## src/eth_defines.svh

```systemverilog
`ifndef ETH_DEFINES_SVH
`define ETH_DEFINES_SVH

// legal frame size in bytes, destination address through FCS
`define ETH_MIN_LEN 64
`define ETH_MAX_LEN 1518

// CRC-32 register preset, all ones per 802.3
`define ETH_CRC_INIT 32'hFFFF_FFFF

// raw register value left behind once a good frame and its FCS went through
`define ETH_CRC_RESIDUE 32'hC704_DD7B

`define ETH_BCAST 48'hFFFF_FFFF_FFFF  // broadcast destination

`endif
```

## src/ethStatusPkg.sv

```systemverilog
package ethStatusPkg;

  // why a frame was dropped, listed in no particular priority
  typedef enum logic [2:0] {
    reasonNone   = 3'd0,
    reasonCrc    = 3'd1,
    reasonAddr   = 3'd2,
    reasonLength = 3'd3,
    reasonAbort  = 3'd4
  } dropReasonT;

  typedef enum logic [1:0] {
    stIdle    = 2'd0,
    stInFrame = 2'd1,
    stReport  = 2'd2  // verdict leaves this cycle
  } statusStateT;

  typedef logic [15:0] frameCountT;  // good and bad frame tallies

endpackage

```

## src/ethFramePkg.sv

```systemverilog
package ethFramePkg;

  // one byte off the receive stream
  typedef logic [7:0] byteT;

  // CRC register, or a finished CRC value
  typedef logic [31:0] crcT;

  // station or destination address, first byte on the wire in bits 47:40
  typedef logic [47:0] macAddrT;

  typedef logic [10:0] frameLenT;  // byte count, reaches 2047 before it saturates

endpackage

```

## src/ethRxCheck.sv

```systemverilog
`timescale 1ns/1ps

module ethRxCheck (
  input  logic                     clk,
  input  logic                     reset,
  input  ethFramePkg::byteT        dataIn,
  input  logic                     dataValid,
  input  logic                     startOfPacket,
  input  logic                     endOfPacket,
  input  logic                     sync,
  input  ethFramePkg::macAddrT     stationAddr,
  output logic                     frameGood,
  output logic                     frameBad,
  output ethStatusPkg::dropReasonT dropReason,
  output ethStatusPkg::frameCountT goodCount,
  output ethStatusPkg::frameCountT badCount,
  output ethFramePkg::crcT         crcValue
);

  logic crcDone;
  logic crcErr;
  logic filterDone;
  logic addrMiss;
  logic lenErr;

  ethCrc32 u_ethCrc32 (
    .clk           (clk),
    .reset         (reset),
    .dataIn        (dataIn),
    .dataValid     (dataValid),
    .startOfPacket (startOfPacket),
    .endOfPacket   (endOfPacket),
    .sync          (sync),
    .crcValue      (crcValue),
    .crcDone       (crcDone),
    .crcErr        (crcErr)
  );

  ethAddrFilter u_ethAddrFilter (
    .clk           (clk),
    .reset         (reset),
    .dataIn        (dataIn),
    .dataValid     (dataValid),
    .startOfPacket (startOfPacket),
    .endOfPacket   (endOfPacket),
    .sync          (sync),
    .stationAddr   (stationAddr),
    .filterDone    (filterDone),
    .addrMiss      (addrMiss),
    .lenErr        (lenErr)
  );

  ethFrameStatus u_ethFrameStatus (
    .clk           (clk),
    .reset         (reset),
    .startOfPacket (startOfPacket),
    .dataValid     (dataValid),
    .sync          (sync),
    .crcDone       (crcDone),
    .crcErr        (crcErr),
    .filterDone    (filterDone),
    .addrMiss      (addrMiss),
    .lenErr        (lenErr),
    .frameGood     (frameGood),
    .frameBad      (frameBad),
    .dropReason    (dropReason),
    .goodCount     (goodCount),
    .badCount      (badCount)
  );

endmodule

```

## src/ethFrameStatus.sv

```systemverilog
`timescale 1ns/1ps

module ethFrameStatus (
  input  logic                     clk,
  input  logic                     reset,
  input  logic                     startOfPacket,
  input  logic                     dataValid,
  input  logic                     sync,
  input  logic                     crcDone,
  input  logic                     crcErr,
  input  logic                     filterDone,
  input  logic                     addrMiss,
  input  logic                     lenErr,
  output logic                     frameGood,
  output logic                     frameBad,
  output ethStatusPkg::dropReasonT dropReason,
  output ethStatusPkg::frameCountT goodCount,
  output ethStatusPkg::frameCountT badCount
);

  import ethStatusPkg::*;

  statusStateT state;
  statusStateT stateNext;
  dropReasonT  failReason;
  logic        startByte;
  logic        frameOpen;
  logic        abortNow;

  function automatic frameCountT satInc(frameCountT count);
    return (count == '1) ? count : count + 1'b1;
  endfunction

  assign startByte = dataValid && startOfPacket && !sync;  // sync wins over a start byte
  // the done pulse closes the frame even though the state lags a cycle
  assign frameOpen = (state == stInFrame) && !crcDone;
  assign abortNow  = frameOpen && (sync || (dataValid && startOfPacket));

  // length first, a short frame makes the other checks meaningless
  always_comb
  begin
    if (lenErr)
      failReason = reasonLength;
    else if (crcErr)
      failReason = reasonCrc;
    else if (addrMiss)
      failReason = reasonAddr;
    else
      failReason = reasonNone;
  end

  always_comb
  begin
    stateNext = state;
    case (state)
      stIdle, stReport:
        stateNext = startByte ? stInFrame : stIdle;
      stInFrame:
      begin
        if (startByte)
          stateNext = stInFrame;  // next frame, back to back or restarting
        else if (sync || crcDone)
          stateNext = stReport;
      end
      default:
        stateNext = stIdle;
    endcase
  end

  always_ff @(posedge clk)
  begin
    if (reset)
    begin
      state      <= stIdle;
      frameGood  <= 1'b0;
      frameBad   <= 1'b0;
      dropReason <= reasonNone;
      goodCount  <= '0;
      badCount   <= '0;
    end
    else
    begin
      state      <= stateNext;
      frameGood  <= 1'b0;
      frameBad   <= 1'b0;
      dropReason <= reasonNone;
      if (abortNow)
      begin
        frameBad   <= 1'b1;
        dropReason <= reasonAbort;
        badCount   <= satInc(badCount);
      end
      else if (crcDone)
      begin
        frameGood  <= failReason == reasonNone;
        frameBad   <= failReason != reasonNone;
        dropReason <= failReason;
        if (failReason == reasonNone)
          goodCount <= satInc(goodCount);
        else
          badCount <= satInc(badCount);
      end
    end
  end

  // both checkers see the same end byte, so their verdicts line up
  a_doneAligned: assert property (@(posedge clk) disable iff (reset)
    crcDone == filterDone)
    else $error("crcDone and filterDone out of step");

  a_oneVerdict: assert property (@(posedge clk) disable iff (reset)
    !(frameGood && frameBad))
    else $error("frameGood and frameBad high together");

endmodule

```

## src/ethAddrFilter.sv

```systemverilog
`timescale 1ns/1ps

`include "eth_defines.svh"

module ethAddrFilter (
  input  logic                 clk,
  input  logic                 reset,
  input  ethFramePkg::byteT    dataIn,
  input  logic                 dataValid,
  input  logic                 startOfPacket,
  input  logic                 endOfPacket,
  input  logic                 sync,
  input  ethFramePkg::macAddrT stationAddr,
  output logic                 filterDone,
  output logic                 addrMiss,
  output logic                 lenErr
);

  import ethFramePkg::*;

  localparam macAddrT  bcastAddr  = `ETH_BCAST;
  localparam frameLenT minLen     = `ETH_MIN_LEN;
  localparam frameLenT maxLen     = `ETH_MAX_LEN;
  localparam frameLenT addrLen    = 11'd6;

  frameLenT byteCount;  // bytes taken so far in the open frame
  frameLenT lenNext;    // count including the current byte
  macAddrT  destAddr;
  logic     inAddr;

  always_comb
  begin
    if (startOfPacket)
    begin
      lenNext = frameLenT'(1);
    end
    else if (byteCount == '1)
    begin
      lenNext = byteCount;  // hold at the top, overlong frames fail anyway
    end
    else
    begin
      lenNext = frameLenT'(byteCount + 1'b1);
    end
  end

  assign inAddr = startOfPacket || (byteCount < addrLen);

  always_ff @(posedge clk)
  begin
    if (reset)
    begin
      byteCount  <= '0;
      filterDone <= 1'b0;
    end
    else
    begin
      filterDone <= dataValid && endOfPacket && !sync;
      if (sync)
      begin
        byteCount <= '0;
      end
      else if (dataValid)
      begin
        byteCount <= endOfPacket ? '0 : lenNext;
      end
    end
  end

  // destination shifts in MSB first, complete after byte six
  always_ff @(posedge clk)
  begin
    if (dataValid && inAddr)
    begin
      destAddr <= {destAddr[39:0], dataIn};
    end
    if (dataValid && endOfPacket)
    begin
      addrMiss <= (destAddr != stationAddr) && (destAddr != bcastAddr);
      lenErr   <= (lenNext < minLen) || (lenNext > maxLen);
    end
  end

  a_noWrap: assert property (@(posedge clk) disable iff (reset)
    (byteCount == '1) && !sync && !(dataValid && (startOfPacket || endOfPacket))
    |=> byteCount == '1)
    else $error("frame length counter wrapped");

endmodule

```

## src/ethCrc32.sv

```systemverilog
`timescale 1ns/1ps

`include "eth_defines.svh"

module ethCrc32 (
  input  logic              clk,
  input  logic              reset,
  input  ethFramePkg::byteT dataIn,
  input  logic              dataValid,
  input  logic              startOfPacket,
  input  logic              endOfPacket,
  input  logic              sync,
  output ethFramePkg::crcT  crcValue,
  output logic              crcDone,
  output logic              crcErr
);

  import ethFramePkg::*;

  localparam crcT crcPoly    = 32'h04C1_1DB7;
  localparam crcT crcInit    = `ETH_CRC_INIT;
  localparam crcT crcResidue = `ETH_CRC_RESIDUE;

  crcT crcReg;
  crcT crcStep;   // register after the current byte
  crcT crcBase;   // register the current byte is folded into

  // eight serial steps unrolled into one byte-wide update
  // 802.3 sends bit 0 of each byte first
  function automatic crcT nextCrc(crcT crc, byteT data);
    crcT  c;
    logic feedback;
    c = crc;
    for (int i = 0; i < 8; i++)
    begin
      feedback = c[31] ^ data[i];
      c = {c[30:0], 1'b0};
      if (feedback)
      begin
        c = c ^ crcPoly;
      end
    end
    return c;
  endfunction

  function automatic crcT reverseBits(crcT value);
    crcT r;
    for (int i = 0; i < 32; i++)
    begin
      r[i] = value[31 - i];
    end
    return r;
  endfunction

  // a start byte always folds into a fresh preset, even inside a frame
  assign crcBase = startOfPacket ? crcInit : crcReg;
  assign crcStep = nextCrc(crcBase, dataIn);

  always_ff @(posedge clk)
  begin
    if (reset)
    begin
      crcReg  <= crcInit;
      crcDone <= 1'b0;
    end
    else
    begin
      crcDone <= dataValid && endOfPacket && !sync;
      if (sync)
      begin
        crcReg <= crcInit;  // abort drops whatever was in flight
      end
      else if (dataValid)
      begin
        crcReg <= crcStep;
      end
    end
  end

  // only looked at alongside crcDone
  always_ff @(posedge clk)
  begin
    if (dataValid && endOfPacket)
    begin
      crcErr <= crcStep != crcResidue;
    end
  end

  // same bit order and polarity as the FCS a transmitter appends
  assign crcValue = ~reverseBits(crcReg);

  a_eopQualified: assert property (@(posedge clk) disable iff (reset)
    endOfPacket |-> dataValid)
    else $error("endOfPacket seen without dataValid");

endmodule

```

## config.mk

```make
export PLATFORM = sky130hd
export DESIGN_NAME = ethRxCheck
export DESIGN_NICKNAME = d
export VERILOG_FILES = /design/src/ethStatusPkg.sv /design/src/ethFramePkg.sv /design/src/ethRxCheck.sv /design/src/ethFrameStatus.sv /design/src/ethAddrFilter.sv /design/src/ethCrc32.sv
export VERILOG_INCLUDE_DIRS = /design/src
export SDC_FILE = /design/constraint.sdc
export NUM_CORES = 1
export LEC_CHECK = 0
export BUFFER_PORTS_ARGS = -buffer_cell sky130_fd_sc_hd__buf_2
export CAP_MARGIN = 20
export CORE_ASPECT_RATIO = 0.7
export CORE_MARGIN = 2
export CORE_UTILIZATION = 40
export CTS_BUF_LIST = sky130_fd_sc_hd__clkbuf_16
export DETAILED_ROUTE_END_ITERATION = 8
export PLACE_DENSITY = 0.59
export SYNTH_ARGS = -nofsm -noshare
export SYNTH_HDL_FRONTEND = slang
export SYNTH_SLANG_ARGS = --single-unit
```

## constraint.sdc

```tcl
create_clock -name clk -period 8.07 [get_ports clk]
set_clock_uncertainty 0.05 [all_clocks]
set_input_delay 0 -clock clk [delete_from_list [all_inputs] [get_ports clk]]
set_output_delay 0 -clock clk [all_outputs]
set_load 0.03 [all_outputs]
```

==> results.py, run 1 <==
metrics = {
    "floorplan": {
        "die_h_um": 119,
        "fp.dieArea_um2": 19900,
        "core_um2": 18200,
        "ios": 131,
        "num_rows": 41,
        "start_util": 0.413,
        "dieWidth_um": 168,
    },
    "routing": {
        "via_count": 6223,
        "vias_per_cell": 5.28,
        "drt-total-wl_um": 19900,
        "drc": 0,
        "postRouteAntennaNets": 0,
        "wl_per_cell_um": 16.9,
        "drt_first_iter_violations": 377,
        "dr.pass1.iters": 5,
    },
    "synthesis": {
        "syn-cell-area_um2": 7490,
        "syn_avg_cell_area_um2": 9.24,
        "synthFlopType": "dfxtp_1",
        "synthArstFlopShare": 0,
        "yosysWarnings": 0,
        "synth-seq-area-share": 0.426,
        "ys_ff_latch": 134,
        "ys_top_cells_by_area": "dfxtp_1 (22%), edfxtp_1 (20%), xor2_1 (10%)",
        "synthCells": 811,
        "synth_cell_types": 59,
        "synth_edf_count": 51,
        "synth_top_cell_area_share": 0.222,
        "synth_top_area_cell": "dfxtp_1",
        "syn-num-nets": 877,
    },
    "clocking": {
        "path_clk_slew_ns": 0.07,
        "cts_max_path_buffers": 2,
        "postCtsResizedCells": 0,
        "clock_latency_ns": 0.43,
        "htreeDepth": 4,
        "hold_buffers": 10,
        "cts_buffers": 17,
        "cts.sinks": 134,
        "cts_tree": "yes",
        "clockRootBuffer": "clkbuf_16",
        "post-cts-setup-buffers": 0,
    },
    "place": {
        "portBuffers": 130,
        "dpl_cell_area_um2": 8300,
        "dpl.cell_count": 1137,
        "gp_congestion": 0.883,
        "dp_hpwl_um": 14600,
    },
    "outcome": {
        "status": "complete, no violations",
    },
    "cells_and_area": {
        "drive_gt1_frac": 0.190,
        "antennaDiodeCount": 0,
        "nFillCells": 1747,
        "final_area_um2": 8990,
        "fin_cells": 1179,
        "area_growth_pct": 20.0,
        "nets": 996,
    },
    "sta": {
        "period_share": 0.381,
        "setup_tns_ns": 0,
        "whs_ns": 0.0671,
        "setup_viol": 0,
        "fmax_mhz": 325,
        "period_needed_ns": 3.07,
        "slew_violations": 0,
        "grt_setup_unrepaired": "false",
        "hold_violations": 0,
        "worstMarginPinSlew_ns": 0.959,
        "slew-limit-headroom": 0.356,
    },
    "grt": {
        "antenna_found_initial": 0,
        "grt_pass1_wl_um": 31600,
        "grt_remaining_overflow": 0,
        "grt_usage": 0.203,
        "grt_max_degree": 75,
        "grt_pass1_vias": 5744,
    },
    "worst_setup_path": {
        "required_ns": 8.17,
        "worstPathMaxFanout": 10,
        "path_class": "reg2reg",
        "crit_path_end_kind": "flip-flop",
        "start_kind": "flip-flop",
        "arrival_ns": 3.17,
    },
    "power_and_ir_drop": {
        "leakage_uw": 0.00381,
        "ir_drop_v": 0.000163,
        "total_power_uw": 1890,
        "power.density_nw_per_um2": 210,
    },
    "worst_hold_path": {
        "hold_path.class": "in2reg",
    },
    "flow_run": {
        "maxCapViolCount": 0,
    },
}
## synthesized netlist by cell type, drive strengths merged, types with 2 or more instances
library cell  instances
nor2                 91
xor2                 88
dfxtp                83
xnor2                74
nand2                65
edfxtp               51
inv                  39
o211ai               33
clkbuf               29
a21oi                24
nand4                24
nand3                22
nor4                 22
o21ai                21
buf                  15
nor3                 15
and3                 14
and2                 12
or3                   9
xnor3                 7
and4                  6
mux2i                 6
a211oi                5
or2                   5
a211o                 4
ha                    4
nand3b                4
a22oi                 3
a31oi                 3
nand2b                3
o2111ai               3
o21a                  3
o31ai                 3
a2111oi               2
a41oi                 2
## metrics by stage
stage / worst slack [ns] / utilization
floorplan: 1.76 / -
global placement: 5.01 / 0.457
detailed placement: 4.99 / 0.457
CTS: 5.05 / 0.495
global route: 4.66 / 0.495
finish: 5.00 / 0.495
## final cells by class
class / instances / area, um^2 / area share
multi-input combinational: 594 / 3980 / 0.443
tap: 236 / 295 / 0.0328
inverter: 39 / 146 / 0.0163
clock inverter: 13 / 121 / 0.0135
timing repair buffer: 144 / 781 / 0.0868
sequential: 134 / 3190 / 0.355
clock buffer: 19 / 475 / 0.0529
## cells by family after synthesis
kind of cell	synth area share
flip-flops	0.426
AO/OA/AOI/OAI	0.110
adder cells (fa/ha/maj)	0.00668
buffers and inverters	0.0437
XOR/XNOR	0.214
multiplexers	0.00802
AND/OR/NAND/NOR	0.192
## sequential cells by signal, indices dropped and copies added (netlist names)
register	cells
u_ethFrameStatus.frameGood	1
u_ethCrc32.crcReg	32
u_ethAddrFilter.addrMiss	1
u_ethAddrFilter.lenErr	1
u_ethFrameStatus.state	2
u_ethAddrFilter.byteCount	11
u_ethAddrFilter.destAddr	48
u_ethCrc32.crcDone	1
u_ethFrameStatus.badCount	16
u_ethFrameStatus.frameBad	1
u_ethCrc32.crcErr	1
u_ethFrameStatus.goodCount	16
u_ethFrameStatus.dropReason	3
## critical path, cell delays in order, from the launching register on
cell and delay [ns]:
dfxtp_1 0.66, nor2_1 0.15, xnor2_1 0.70, xnor3_1 0.37
xnor2_1 0.30, mux2i_1 0.15, a2111oi_2 0.28, nand4_1 0.13
## cells in the final DEF (no fill, tap or decap), types with 7 or more instances in the layout
cell           Yosys  routed
buf_2              7     130
nor2_1            91      90
xor2_1            88      88
dfxtp_1           83      83
xnor2_1           74      74
nand2_1           65      65
edfxtp_1          51      51
inv_1             38      38
o211ai_1          33      33
nand4_1           24      24
a21oi_1           24      24
nor4_1            22      22
nand3_1           22      22
o21ai_0           21      21
clkbuf_16          0      19
nor3_1            15      15
and3_1            14      14
and2_1            11      11
dlygate4sd3_1      0      10
or3_1              8       8
inv_6              0       8
xnor3_1            7       7
## power by group
group | total [uW] | internal (uW) | leakage, uW | switching [uW]
combinational | 335 | 137 | 0.00235 | 198
clock | 777 | 443 | 0.000288 | 334
sequential | 774 | 739 | 0.00118 | 35.3
total | 1890 | 1320 | 0.00381 | 567
## final timing paths
check | from | to | slack (ns) | cells after the start
setup reg to reg | u_ethCrc32.crcReg[26]$_SDFFE_PP1P_ | u_ethCrc32.crcErr$_DFFE_PP_ | 5.00 | 7
hold / removal | reset | u_ethFrameStatus.badCount[8]$_SDFFE_PP0P_ | 0.07 | 2
hold reg to reg | u_ethFrameStatus.state[1]$_SDFFE_PP0P_ | u_ethFrameStatus.state[0]$_SDFFE_PP0P_ | 0.40 | 1
setup / recovery | u_ethCrc32.crcReg[26]$_SDFFE_PP1P_ | u_ethCrc32.crcErr$_DFFE_PP_ | 5.00 | 7
## per-layer routing
metal	wire (um)	global-route usage	up-vias
met5	0	0	-
met4	296	0.0565	0
met3	1130	0.0409	19
met2	8200	0.289	198
met1	10300	0.308	2931
li1	-	-	3075
Power figures use the tool's default switching activity.
==> inputs of run 2 (changes only) <==
--- a/config.mk
+++ b/config.mk
@@ -13,7 +13,7 @@
 export CORE_UTILIZATION = 40
 export CTS_BUF_LIST = sky130_fd_sc_hd__clkbuf_16
 export DETAILED_ROUTE_END_ITERATION = 8
-export PLACE_DENSITY = 0.59
+export PLACE_DENSITY = 0.62
 export SYNTH_ARGS = -nofsm -noshare
 export SYNTH_HDL_FRONTEND = slang
 export SYNTH_SLANG_ARGS = --single-unit
==> constraint.sdc (replaced) <==
create_clock -name clk -period 2.6 [get_ports clk]
set_clock_uncertainty 0.05 [all_clocks]
set_input_delay 0 -clock clk [delete_from_list [all_inputs] [get_ports clk]]
set_output_delay 0 -clock clk [all_outputs]
set_load 0.03 [all_outputs]
==> run 2 against run 1 <==
  * Clock-buffer cell count is 2 lower
  * Core utilization is 1.5 points higher
  * Fmax is 21% higher
  * Global-route usage is 0.45 points higher
  * Critical path depth stayed put
  * Combinational power grew to 3.4 times the previous value
  * Register-to-register slack worse by 4.9 ns
  * Critical endpoint unchanged
==> results.py, run 2 (synthesized netlist as in run 1, its figures left out) <==
metrics = {
    "place": {
        "dp_slack_ns": 0.000261,
        "dp_hpwl_um": 15400,
        "dpl.cell_count": 1170,
        "portBuffers": 130,
        "gp_congestion": 0.927,
        "dpl_cell_area_um2": 8580,
    },
    "worst_setup_path": {
        "arrival_ns": 2.64,
        "path_class": "reg2reg",
        "worstReg2RegStart": "u_ethCrc32.crcReg[30]$_SDFFE_PP1P_",
        "critPathMostFrequentCell": "a211o_1",
        "worstPathMaxFanout": 4,
        "crit_path_end_kind": "flip-flop",
        "rr_endpoint": "u_ethCrc32.crcErr$_DFFE_PP_",
        "r2r_cells": 7,
        "start_kind": "flip-flop",
        "path_cells": "xnor2_1 > or3_4 > a211o_1 > a211o_1 > a2111o_1 > a2111oi_2 > nand4_1",
        "required_ns": 2.70,
        "crit_path_max_incr_delay_ns": 0.38,
        "path_delay_family": "compound AO/OA/AOI/OAI gates",
        "cp_slowest_cell": "a2111o_1",
        "crit_buf_inv": 0,
        "r2r_setup_slack_ns": 0.06,
    },
    "routing": {
        "postRouteAntennaNets": 0,
        "dr.pass1.iters": 5,
        "vias_per_cell": 5.28,
        "drt-total-wl_um": 20300,
        "via_count": 6390,
        "wl_per_cell_um": 16.8,
        "drc": 0,
        "drt_first_iter_violations": 506,
    },
    "cells_and_area": {
        "drive_gt1_frac": 0.226,
        "reg_top3": "u_ethAddrFilter.destAddr x48, u_ethCrc32.crcReg x32",
        "final_area_um2": 9260,
        "fin_cells": 1211,
        "fin_util": 0.510,
        "regMostFlops": "u_ethAddrFilter.destAddr",
        "antennaDiodeCount": 0,
        "nets": 1028,
        "final_common_cell": "buf_2",
        "final_cell_mix": "buf_2 (129), nor2_1 (90), xor2_1 (87)",
        "nFillCells": 1704,
        "largest_reg_flops": 48,
        "area_growth_pct": 23.6,
    },
    "floorplan": {
        "die_h_um": 119,
        "core_um2": 18200,
        "start_util": 0.413,
        "ios": 131,
        "num_rows": 41,
        "dieWidth_um": 168,
        "fp.dieArea_um2": 19900,
    },
    "sta": {
        "slew-limit-headroom": 0.498,
        "period_share": 0.975,
        "period_needed_ns": 2.54,
        "grt_setup_unrepaired": "true",
        "worstMarginPinSlew_ns": 0.752,
        "slew_violations": 0,
        "hold_violations": 0,
        "fmax_mhz": 394,
        "worst_slack_ns": 0.0648,
        "setup_viol": 0,
    },
    "flow_run": {
        "maxCapViolCount": 0,
    },
    "clocking": {
        "cts_tree": "yes",
        "htreeDepth": 4,
        "clock_latency_ns": 0.43,
        "path_clk_slew_ns": 0.07,
        "cts_buffers": 17,
        "cts.sinks": 134,
        "clockRootBuffer": "clkbuf_16",
        "cts_max_path_buffers": 2,
    },
    "grt": {
        "grt_pass1_wl_um": 32100,
        "grt_remaining_overflow": 0,
        "antenna_found_initial": 0,
        "grt_usage": 0.207,
        "grt_max_degree": 73,
        "grt_pass1_vias": 5896,
    },
    "power_and_ir_drop": {
        "total_power_uw": 5820,
        "ir_drop_v": 0.000470,
        "leakage_uw": 0.00398,
        "power.density_nw_per_um2": 628,
    },
    "worst_hold_path": {
        "min-delay-start": "dataIn[2]",
        "hold_path.class": "in2reg",
        "hold_depth": 2,
        "worstHoldEndpoint": "u_ethAddrFilter.destAddr[2]$_DFFE_PP_",
    },
    "outcome": {
        "status": "complete, no violations",
    },
}
-- run 2: routing by layer --
metal  vias to the layer above  global-route usage  part of all wire
met4                         0              0.0571             0.012
met5                         -                   0                 0
met3                        19              0.0519             0.069
li1                       3132                   -                 -
met1                      2997               0.312              0.51
met2                       242               0.291              0.41
-- run 2: metrics by stage --
stage	hold WS, ns	TNS, ns
6_report	0.0261	0
2_1_floorplan	0.0489	-13.85
3_5_place_dp	0.268	0
4_1_cts	0.0154	0
3_3_place_gp	0.261	0
5_1_grt	0.0142	-0.0707
-- run 2: cell type report --
| class | instances | area (um^2) | share of cell area |
|---|---|---|---|
| well taps | 236 | 295 | 0.0319 |
| flip-flops and latches | 134 | 3200 | 0.345 |
| inverters | 39 | 146 | 0.0158 |
| multi-input cells | 594 | 4030 | 0.435 |
| clock inverters | 15 | 136 | 0.0147 |
| repair buffers | 176 | 1030 | 0.112 |
| clock buffers | 17 | 425 | 0.0459 |
-- run 2: power breakdown --
part / internal, uW / total (uW) / switching [uW]
sequential: 2290 / 2400 / 104
combinational: 491 / 1130 / 638
clock: 1260 / 2290 / 1030
-- run 2: worst max-delay path by stage --
stage,from,end,cells past startpoint
final,u_ethCrc32.crcReg[30]$_SDFFE_PP1P_,u_ethCrc32.crcErr$_DFFE_PP_,7
after floorplan,u_ethAddrFilter.byteCount[6]$_SDFFE_PP0P_,u_ethAddrFilter.destAddr[0]$_DFFE_PP_,4
after global placement,u_ethCrc32.crcReg[30]$_SDFFE_PP1P_,u_ethCrc32.crcErr$_DFFE_PP_,7
after global routing,u_ethCrc32.crcReg[31]$_SDFFE_PP1P_,u_ethCrc32.crcErr$_DFFE_PP_,8
after detailed placement,u_ethCrc32.crcReg[30]$_SDFFE_PP1P_,u_ethCrc32.crcErr$_DFFE_PP_,7
after CTS,u_ethCrc32.crcReg[28]$_SDFFE_PP1P_,u_ethCrc32.crcErr$_DFFE_PP_,7
-- run 2: repair_timing --
action	in CTS	in global routing
endpoints found under the setup margin	1	1
gates resized for setup	1	11
endpoints found under the hold margin	18	0
gates cloned	0	0
hold buffers	9	0
pin swaps	0	3
buffers inserted	0	0
-- run 2: worst register-to-register path: cells and delay by family, from the launching register on --
kind / cells / cell delay [ns]
flops: 1 / 0.35
compound gates: 4 / 1.26
xor+xnor: 1 / 0.15
simple gates: 2 / 0.46
